--- src/rtl/video_pkg.sv ---
// Shared definitions for the character video path.
// Holds bus widths, the video memory map, the link structs and the FSM encodings.
// Modules use scoped names in their port lists and import the package in the body.

`default_nettype none

package video_pkg;

    localparam int WB_ADDR_WIDTH = 17;                  // Wishbone address bits
    localparam int DATA_WIDTH    = 8;                   // Wishbone data bits
    localparam int VMEM_OFFSET_WIDTH = 11;              // Offset into VRAM or VROM

    localparam logic [WB_ADDR_WIDTH-1:0] VRAM_BASE = 17'h08000;   // Video RAM window
    localparam logic [WB_ADDR_WIDTH-1:0] VROM_BASE = 17'h10000;   // Character ROM window

    // Map an offset into the video RAM window
    function automatic logic [WB_ADDR_WIDTH-1:0] wb_vram_addr(
        input logic [VMEM_OFFSET_WIDTH-1:0] offset
    );
        return VRAM_BASE | WB_ADDR_WIDTH'(offset);
    endfunction

    // Offset is {gfx, code[6:0], row[2:0]}
    function automatic logic [WB_ADDR_WIDTH-1:0] wb_vrom_addr(
        input logic [VMEM_OFFSET_WIDTH-1:0] offset
    );
        return VROM_BASE | WB_ADDR_WIDTH'(offset);
    endfunction

    typedef struct packed {
        logic [13:0] ma;                                // Character pair address
        logic [4:0]  ra;                                // Raster row within glyph
        logic        line_start;                        // First pair of a scan line
        logic        frame_start;                       // First pair of a frame
    } char_pos_t;

    typedef struct packed {
        logic [7:0] even_row;                           // Glyph row of even character
        logic [7:0] odd_row;                            // Glyph row of odd character
        logic       even_rev;                           // Reverse video for even glyph
        logic       odd_rev;                            // Reverse video for odd glyph
        logic       line_start;
        logic       frame_start;
    } glyph_pair_t;

    typedef struct packed {
        logic value;                                    // Pixel on or off
        logic line_start;                               // First pixel of a scan line
        logic frame_start;                              // First pixel of a frame
    } pixel_t;

    typedef enum logic [1:0] {
        EVEN_RAM,                                       // Even character code
        EVEN_ROM,                                       // Even glyph row
        ODD_RAM,                                        // Odd character code
        ODD_ROM                                         // Odd glyph row
    } fetch_stage_e;

    typedef enum logic {
        WB_IDLE,                                        // Ready to issue a strobe
        WB_AWAIT_ACK                                    // Request out, waiting on ack
    } wb_state_e;

endpackage

`default_nettype wire

--- src/rtl/crtc_timing.sv ---
// Character timing generator for the video path.
// Walks pairs across a line, eight raster rows per text row, then text rows per frame.
// Each position is offered on a valid/ready link and advances only when taken.

`default_nettype none

module crtc_timing #(
    parameter int PAIRS_PER_LINE = 20,                  // Character pairs per scan line
    parameter int TEXT_ROWS      = 25                   // Text rows per frame
) (
    input  logic                  wb_clock_i,
    input  logic                  reset_i,
    output video_pkg::char_pos_t  pos_o,                // Current screen position
    output logic                  pos_valid_o,
    input  logic                  pos_ready_i
);
    localparam int PAIR_W = (PAIRS_PER_LINE > 1) ? $clog2(PAIRS_PER_LINE) : 1;
    localparam int ROW_W  = (TEXT_ROWS > 1) ? $clog2(TEXT_ROWS) : 1;

    logic [PAIR_W-1:0] pair_cnt;                        // Pair index within line
    logic [2:0]        ra_cnt;                          // Raster row within glyph
    logic [ROW_W-1:0]  row_cnt;                         // Text row within frame
    logic [13:0]       ma_cnt;                          // Running pair address
    logic [13:0]       line_base;                       // ma of pair 0 in this text row

    logic advance;
    logic last_pair;
    logic last_ra;
    logic last_row;

    assign advance   = pos_valid_o && pos_ready_i;      // Position taken by fetch
    assign last_pair = (pair_cnt == PAIR_W'(PAIRS_PER_LINE - 1));
    assign last_ra   = (ra_cnt == 3'd7);
    assign last_row  = (row_cnt == ROW_W'(TEXT_ROWS - 1));

    always_ff @(posedge wb_clock_i) begin
        if (reset_i) begin
            pos_valid_o <= 1'b0;
            pair_cnt    <= '0;
            ra_cnt      <= '0;
            row_cnt     <= '0;
            ma_cnt      <= '0;
            line_base   <= '0;
        end else begin
            pos_valid_o <= 1'b1;                        // Always a position to offer
            if (advance) begin
                if (!last_pair) begin
                    pair_cnt <= pair_cnt + 1'b1;
                    ma_cnt   <= ma_cnt + 14'd1;
                end else begin
                    pair_cnt <= '0;
                    if (!last_ra) begin
                        ra_cnt <= ra_cnt + 3'd1;
                        ma_cnt <= line_base;            // Same text row again
                    end else begin
                        ra_cnt <= '0;
                        if (last_row) begin
                            row_cnt   <= '0;            // Wrap to top of screen
                            ma_cnt    <= '0;
                            line_base <= '0;
                        end else begin
                            row_cnt   <= row_cnt + 1'b1;
                            ma_cnt    <= ma_cnt + 14'd1;
                            line_base <= ma_cnt + 14'd1;
                        end
                    end
                end
            end
        end
    end

    always_comb begin
        pos_o.ma          = ma_cnt;
        pos_o.ra          = {2'b00, ra_cnt};
        pos_o.line_start  = (pair_cnt == '0);
        pos_o.frame_start = (pair_cnt == '0) && (ra_cnt == 3'd0) && (row_cnt == '0);
    end

endmodule

`default_nettype wire

--- src/rtl/video_fetch.sv ---
// Wishbone B4 pipelined read master for character video.
// Takes one screen position and does four single reads for it.
// Even code, even glyph row, odd code, odd glyph row. Then offers the glyph pair.
// One request is outstanding at a time and wb_cycle_o stays up once raised.

`default_nettype none

module video_fetch (
    input  logic                                wb_clock_i,
    input  logic                                reset_i,
    output logic [video_pkg::WB_ADDR_WIDTH-1:0] wb_addr_o,    // Valid while strobe high
    output logic [video_pkg::DATA_WIDTH-1:0]    wb_data_o,    // Unused write data
    input  logic [video_pkg::DATA_WIDTH-1:0]    wb_data_i,    // Captured on ack
    output logic                                wb_we_o,      // Reads only
    output logic                                wb_cycle_o,
    output logic                                wb_strobe_o,
    input  logic                                wb_stall_i,
    input  logic                                wb_ack_i,
    input  logic                                col_80_mode_i,  // 0 = 40 col, 1 = 80 col
    input  logic                                gfx_mode_i,     // 0 = graphics, 1 = text
    input  video_pkg::char_pos_t                pos_i,
    input  logic                                pos_valid_i,
    output logic                                pos_ready_o,
    output video_pkg::glyph_pair_t              glyph_o,
    output logic                                glyph_valid_o,
    input  logic                                glyph_ready_i
);
    import video_pkg::*;

    char_pos_t                pos_q;                    // Position being fetched
    logic                     busy_q;                   // Fetch in progress
    fetch_stage_e             fetch_stage;
    wb_state_e                wb_state;
    logic [DATA_WIDTH-1:0]    fetch_data [4];           // One byte per stage
    logic [WB_ADDR_WIDTH-1:0] addrs [4];                // Address per stage

    logic pos_take;
    logic issue_req;
    logic take_ack;

    assign wb_data_o   = '0;
    assign wb_we_o     = 1'b0;
    assign pos_ready_o = !busy_q && !glyph_valid_o;     // Wait until glyph is gone
    assign pos_take    = pos_valid_i && pos_ready_o;
    assign issue_req   = (wb_state == WB_IDLE) && busy_q && !wb_stall_i;
    assign take_ack    = (wb_state == WB_AWAIT_ACK) && wb_ack_i;

    // ROM addresses depend on the code byte from the stage before
    always_comb begin
        addrs[EVEN_RAM] = wb_vram_addr(col_80_mode_i
            ? {pos_q.ma[9:0], 1'b0}                     // Even half of pair
            : pos_q.ma[10:0]);                          // One character per ma
        addrs[EVEN_ROM] = wb_vrom_addr({gfx_mode_i, fetch_data[EVEN_RAM][6:0], pos_q.ra[2:0]});
        addrs[ODD_RAM]  = wb_vram_addr({pos_q.ma[9:0], 1'b1});
        addrs[ODD_ROM]  = wb_vrom_addr({gfx_mode_i, fetch_data[ODD_RAM][6:0], pos_q.ra[2:0]});
    end

    always_ff @(posedge wb_clock_i) begin
        if (reset_i) begin
            busy_q        <= 1'b0;
            fetch_stage   <= EVEN_RAM;
            wb_state      <= WB_IDLE;
            glyph_valid_o <= 1'b0;
            wb_cycle_o    <= 1'b0;
            wb_strobe_o   <= 1'b0;
        end else begin
            wb_strobe_o <= 1'b0;                        // Strobe lasts one cycle
            if (glyph_valid_o && glyph_ready_i) begin
                glyph_valid_o <= 1'b0;
            end
            if (pos_take) begin
                busy_q      <= 1'b1;
                fetch_stage <= EVEN_RAM;
            end

            case (wb_state)
                WB_IDLE: begin
                    if (issue_req) begin
                        wb_cycle_o  <= 1'b1;            // Held from here on
                        wb_strobe_o <= 1'b1;
                        wb_state    <= WB_AWAIT_ACK;
                    end
                end

                WB_AWAIT_ACK: begin
                    if (wb_ack_i) begin
                        wb_state <= WB_IDLE;
                        if (fetch_stage == ODD_ROM) begin
                            busy_q        <= 1'b0;      // Pair complete
                            glyph_valid_o <= 1'b1;
                        end else begin
                            fetch_stage <= fetch_stage_e'(fetch_stage + 2'd1);
                        end
                    end
                end

                default: wb_state <= WB_IDLE;
            endcase
        end
    end

    always_ff @(posedge wb_clock_i) begin
        if (pos_take) begin
            pos_q <= pos_i;
        end
        if (issue_req) begin
            wb_addr_o <= addrs[fetch_stage];
        end
        if (take_ack) begin
            fetch_data[fetch_stage] <= wb_data_i;
        end
    end

    always_comb begin
        glyph_o.even_row    = fetch_data[EVEN_ROM];
        glyph_o.odd_row     = fetch_data[ODD_ROM];
        glyph_o.even_rev    = fetch_data[EVEN_RAM][7];  // Bit 7 of code inverts
        glyph_o.odd_rev     = fetch_data[ODD_RAM][7];
        glyph_o.line_start  = pos_q.line_start;
        glyph_o.frame_start = pos_q.frame_start;
    end

endmodule

`default_nettype wire

--- src/rtl/pixel_serializer.sv ---
// Pixel serializer for the character video path.
// Loads one glyph pair as a 16-bit pattern and shifts it out MSB first.
// 80-column shows even then odd glyph. 40-column shows the even glyph doubled.

`default_nettype none

module pixel_serializer (
    input  logic                   wb_clock_i,
    input  logic                   reset_i,
    input  logic                   col_80_mode_i,   // 0 = 40 col, 1 = 80 col
    input  video_pkg::glyph_pair_t glyph_i,
    input  logic                   glyph_valid_i,
    output logic                   glyph_ready_o,
    output video_pkg::pixel_t      pixel_o,
    output logic                   pixel_valid_o,
    input  logic                   pixel_ready_i
);
    logic [15:0] shift_q;                           // Pixels left, MSB is current
    logic [3:0]  count_q;                           // Pixels left minus one
    logic        line_start_q;
    logic        frame_start_q;

    logic [7:0]  even_bits;
    logic [7:0]  odd_bits;
    logic [15:0] doubled;
    logic [15:0] pattern;
    logic        load;
    logic        pixel_take;

    assign pixel_take    = pixel_valid_o && pixel_ready_i;
    assign glyph_ready_o = !pixel_valid_o || (pixel_take && (count_q == 4'd0));
    assign load          = glyph_valid_i && glyph_ready_o;

    always_comb begin
        even_bits = glyph_i.even_row ^ {8{glyph_i.even_rev}};   // Reverse video
        odd_bits  = glyph_i.odd_row ^ {8{glyph_i.odd_rev}};
        for (int i = 0; i < 8; i++) begin
            doubled[2*i]     = even_bits[i];        // Each bit twice for 40 col
            doubled[2*i + 1] = even_bits[i];
        end
        pattern = col_80_mode_i ? {even_bits, odd_bits} : doubled;
    end

    always_ff @(posedge wb_clock_i) begin
        if (reset_i) begin
            pixel_valid_o <= 1'b0;
            count_q       <= '0;
        end else if (load) begin
            pixel_valid_o <= 1'b1;
            count_q       <= 4'd15;                 // Sixteen pixels per pair
        end else if (pixel_take) begin
            if (count_q == 4'd0) begin
                pixel_valid_o <= 1'b0;              // Pattern drained
            end else begin
                count_q <= count_q - 4'd1;
            end
        end
    end

    always_ff @(posedge wb_clock_i) begin
        if (load) begin
            shift_q       <= pattern;
            line_start_q  <= glyph_i.line_start;
            frame_start_q <= glyph_i.frame_start;
        end else if (pixel_take) begin
            shift_q       <= {shift_q[14:0], 1'b0};
            line_start_q  <= 1'b0;                  // Flags only on first pixel
            frame_start_q <= 1'b0;
        end
    end

    always_comb begin
        pixel_o.value       = shift_q[15];
        pixel_o.line_start  = line_start_q;
        pixel_o.frame_start = frame_start_q;
    end

endmodule

`default_nettype wire

--- src/rtl/video_top.sv ---
// Top level of the character video path.
// Timing feeds the Wishbone fetch, and the fetch feeds the pixel serializer.
// Screen geometry is set here and passed down to the timing generator.

`default_nettype none

module video_top #(
    parameter int PAIRS_PER_LINE = 20,                              // Pairs per scan line
    parameter int TEXT_ROWS      = 25                               // Text rows per frame
) (
    input  logic                                wb_clock_i,
    input  logic                                reset_i,
    output logic [video_pkg::WB_ADDR_WIDTH-1:0] wb_addr_o,
    output logic [video_pkg::DATA_WIDTH-1:0]    wb_data_o,
    input  logic [video_pkg::DATA_WIDTH-1:0]    wb_data_i,
    output logic                                wb_we_o,
    output logic                                wb_cycle_o,
    output logic                                wb_strobe_o,
    input  logic                                wb_stall_i,
    input  logic                                wb_ack_i,
    input  logic                                col_80_mode_i,  // 0 = 40 col, 1 = 80 col
    input  logic                                gfx_mode_i,     // 0 = graphics, 1 = text
    output video_pkg::pixel_t                   pixel_o,
    output logic                                pixel_valid_o,
    input  logic                                pixel_ready_i
);
    import video_pkg::*;

    char_pos_t   pos;                                               // Timing to fetch
    logic        pos_valid;
    logic        pos_ready;
    glyph_pair_t glyph;                                             // Fetch to serializer
    logic        glyph_valid;
    logic        glyph_ready;

    crtc_timing #(
        .PAIRS_PER_LINE (PAIRS_PER_LINE),
        .TEXT_ROWS      (TEXT_ROWS)
    ) i_timing (
        .wb_clock_i     (wb_clock_i),
        .reset_i        (reset_i),
        .pos_o          (pos),
        .pos_valid_o    (pos_valid),
        .pos_ready_i    (pos_ready)
    );

    video_fetch i_fetch (
        .wb_clock_i     (wb_clock_i),
        .reset_i        (reset_i),
        .wb_addr_o      (wb_addr_o),
        .wb_data_o      (wb_data_o),
        .wb_data_i      (wb_data_i),
        .wb_we_o        (wb_we_o),
        .wb_cycle_o     (wb_cycle_o),
        .wb_strobe_o    (wb_strobe_o),
        .wb_stall_i     (wb_stall_i),
        .wb_ack_i       (wb_ack_i),
        .col_80_mode_i  (col_80_mode_i),
        .gfx_mode_i     (gfx_mode_i),
        .pos_i          (pos),
        .pos_valid_i    (pos_valid),
        .pos_ready_o    (pos_ready),
        .glyph_o        (glyph),
        .glyph_valid_o  (glyph_valid),
        .glyph_ready_i  (glyph_ready)
    );

    pixel_serializer i_serializer (
        .wb_clock_i     (wb_clock_i),
        .reset_i        (reset_i),
        .col_80_mode_i  (col_80_mode_i),
        .glyph_i        (glyph),
        .glyph_valid_i  (glyph_valid),
        .glyph_ready_o  (glyph_ready),
        .pixel_o        (pixel_o),
        .pixel_valid_o  (pixel_valid_o),
        .pixel_ready_i  (pixel_ready_i)
    );

endmodule

`default_nettype wire

--- config.mk ---
export PLATFORM = sky130hd
export DESIGN_NAME = video_top
export DESIGN_NICKNAME = d
export VERILOG_FILES = /design/src/rtl/video_pkg.sv /design/src/rtl/crtc_timing.sv /design/src/rtl/video_fetch.sv /design/src/rtl/pixel_serializer.sv /design/src/rtl/video_top.sv
export SDC_FILE = /design/constraint.sdc
export NUM_CORES = 1
export LEC_CHECK = 0
export BUFFER_PORTS_ARGS = -buffer_cell sky130_fd_sc_hd__buf_2
export CORE_UTILIZATION = 55
export DETAILED_ROUTE_END_ITERATION = 8
export PLACE_DENSITY = 0.74
export SLEW_MARGIN = 20
export SYNTH_ARGS = -nofsm -noshare
export SYNTH_HDL_FRONTEND = slang
export SYNTH_SLANG_ARGS = --single-unit
export TNS_END_PERCENT = 30
--- constraint.sdc ---
create_clock -name wb_clock_i -period 2.4 [get_ports wb_clock_i]
set_clock_uncertainty 0.1 [all_clocks]
set_input_delay 0.48 -clock wb_clock_i [delete_from_list [all_inputs] [get_ports wb_clock_i]]
set_output_delay 0.48 -clock wb_clock_i [all_outputs]
set_load 0.005 [all_outputs]
==> qor.yml <==
cells_and_area:
  fin_cells: 692
  antennaDiodeCount: 0
  drive_gt1_share_pct: 15.2
  nFillCells: 713
  finalNetCount: 574
  final_area_mm2: 0.00661
  area_delta_synth_final_pct: 15.8
  final_core_util_pct: 66.7
pwr:
  p_leak_nw: 2.45
  p_comb_share_pct: 3.4
  p_sw_share_pct: 20.2
  powerDensity_mw_per_mm2: 798
  p_int_mw: 4.21
  seqPwrFrac_pct: 45.1
  clkPwrFrac_pct: 51.5
  power_mw: 5.28
  peakVddDrop_v: 0.000342
  p_sw_mw: 1.07
place:
  gp_congestion: 0.837
  placed_area_mm2: 0.00598
  dp_hpwl_um: 7290
  pre_cts_slack_ns: 0.280
  port_buffers: 33
  place_inst: 660
sta:
  timing.fmax_mhz: 461
  tns_ns: 0
  worst_slack_ns: 0.229
  hold_slack_ns: 0.100
  hold_violations: 0
  grt_setup_unrepaired: "false"
  relSlewSlack_pct: 56.1
  final-setup-viol-count: 0
  period_minus_slack_ns: 2.17
  drv_slew: 0
  worst_pin_slew_ns: 0.654
  fin_crit_sh_pct: 90.5
clock_network:
  cts.root.buffer_cell: "clkbuf_8"
  post_cts_buffers: 0
  numClockSinks: 127
  ctsResizeCount: 0
  cts_max_level: 4
  cts.path.max_buffers: 2
  cts_tree: "yes"
  path_clk_slew_ns: 0.06
  cts_buffers: 17
  worstSkewPairLatency_ns: 0.53
  cts_hold_repair.buffers: 0
logic_synthesis:
  synth_ff_type: "edfxtp_1"
  syn_area_mm2: 0.00571
  synth_warnings: 0
  synth_seq_cells: 127
  synth_top_area_cell: "edfxtp_1"
  yosysSeqAreaShare_pct: 58.3
  synth_edf_count: 79
  synth.area.top_cells: "edfxtp_1, dfxtp_1, xnor2_1"
  syn_inst: 508
  syn_avg_cell_area_um2: 11.2
  synthDominantCellAreaShare_pct: 41.5
  synthArstFlopShare_pct: 0
  yosysUniqueCellTypes: 53
detailed_routing:
  drt_iter0_drc: 214
  drt_pre_antenna_iters: 4
  ant_nets: 0
  avgViaCountPerCell: 5.55
  vias: 3840
  wire_per_inst_um: 15.4
  drt-total-wl_um: 10600
  drc: 0
critical_path:
  cp-end-kind: "flop"
  arrival_ns: 2.53
  crit_path_start_kind: "flop"
  crit_fanout: 8
  critPathKind: "reg2reg"
  worstPathRequired_ns: 2.75
  cpPeakStageDelay_ns: 0.56
  crit_slowest_cell: "o21ai_1"
  worst_path_most_repeated_cell: "ha_1"
  crit_chain: "ha_1 -> ha_1 -> inv_1 -> o21ai_1 -> a32o_1 -> a22oi_1 -> nor2_1"
die:
  rows: 36
  dieArea_mm2: 0.0108
  start_util_pct: 57.7
  die_h_um: 104
  design.core.area_mm2: 0.00991
  die_w_um: 104
  pin_count: 47
global_route:
  track_usage_pct: 20.9
  grt_antenna_before_repair: 0
  grt_max_degree: 34
  first_global_vias: 3618
  grt_overflow_total: 0
  grt_pass1_wl_um: 17500
hold_path:
  min-delay-path-class: "in2reg"
run:
  max-cap-violations: 0
run_status:
  status: "completed"
worst max-delay path, delay by kind of cell (launching register included):
family,cells,cell delay (ns)
flops,1,0.40
compound gates,3,0.90
simple gates,1,0.11
fa+ha+maj,2,0.44
buf+inv,1,0.14
cells in the final DEF (no fill, tap or decap), types with 16 or more instances in the layout:
cell	n
clkbuf_16	16
buf_2	33
a211oi_1	20
a21oi_1	36
nor2_1	44
o21ai_0	16
xnor2_1	22
inv_1	22
nand2_1	28
dfxtp_1	48
edfxtp_1	79
per-layer routing:
metal  up-vias  track usage (%)  wire length [µm]
met5         -                0                 0
met4         0             8.06               150
met3        13             5.76               441
met2        90             34.6              5300
met1      1843             26.2              4740
li1       1894                -                 -
worst paths after layout:
check | depth (start not counted) | to | slack [ns] | from
min | 1 | i_fetch.fetch_data[3][4] | 0.10 | wb_data_i[4]
max | 7 | i_timing.ma_cnt[6] | 0.23 | i_timing.ra_cnt[0]
max reg2reg | 7 | i_timing.ma_cnt[6] | 0.23 | i_timing.ra_cnt[0]
min reg2reg | 2 | i_timing.line_base[8] | 0.35 | i_timing.line_base[8]
cell families after synthesis:
logic type	share of synthesized area, %
other	0.0656
adder cells (fa/ha/maj)	2.85
AO/OA/AOI/OAI	13.0
multiplexers	2.30
buffers and inverters	5.23
AND/OR/NAND/NOR	13.2
XOR/XNOR	5.06
flip-flops	58.3
sequential cells by signal, indices dropped and copies added (netlist names), 5 cells and up:
name / cells
i_timing.line_base: 11
i_fetch.addrs: 13
i_timing.row_cnt: 5
i_timing.pair_cnt: 5
i_fetch.fetch_data: 32
i_serializer.shift_q: 16
i_fetch.wb_addr_o: 13
i_timing.ma_cnt: 11
cells in the mapped netlist, drive strengths merged, types with 2 or more instances:
library cell	instances
a211oi	20
a21o	12
a21oi	36
a221oi	4
a22o	2
a22oi	13
a32o	2
and2	4
and3	11
buf	25
clkbuf	13
dfxtp	48
edfxtp	79
ha	13
inv	23
mux2i	12
nand2	29
nand2b	2
nand3	8
nand4	6
nor2	45
nor2b	10
nor3	12
nor3b	2
nor4bb	2
o21ai	20
o2bb2ai	2
or2	2
or3	4
or3b	2
xnor2	22
xor2	11
power groups by stage:
stage | clock network (mW) | registers [mW] | logic (mW)
6_report | 2.71 | 2.38 | 0.182
5_1_grt | 2.85 | 2.38 | 0.201
4_1_cts | 2.75 | 2.38 | 0.182
3_5_place_dp | 0 | 2.43 | 0.180
3_3_place_gp | 0 | 2.42 | 0.176
2_1_floorplan | 0 | 2.42 | 0.127
final cells by class:
class                   instances  area (µm²)  share of cell area (%)
clock buffers                  18         418                    6.32
clock inverters                14         216                    3.27
inverters                      23        86.3                    1.31
multi-input cells             332        2130                    32.1
flip-flops and latches        127        3330                    50.4
well taps                     133         166                    2.52
repair buffers                 45         268                    4.05
(Power assumes the default switching activity.)
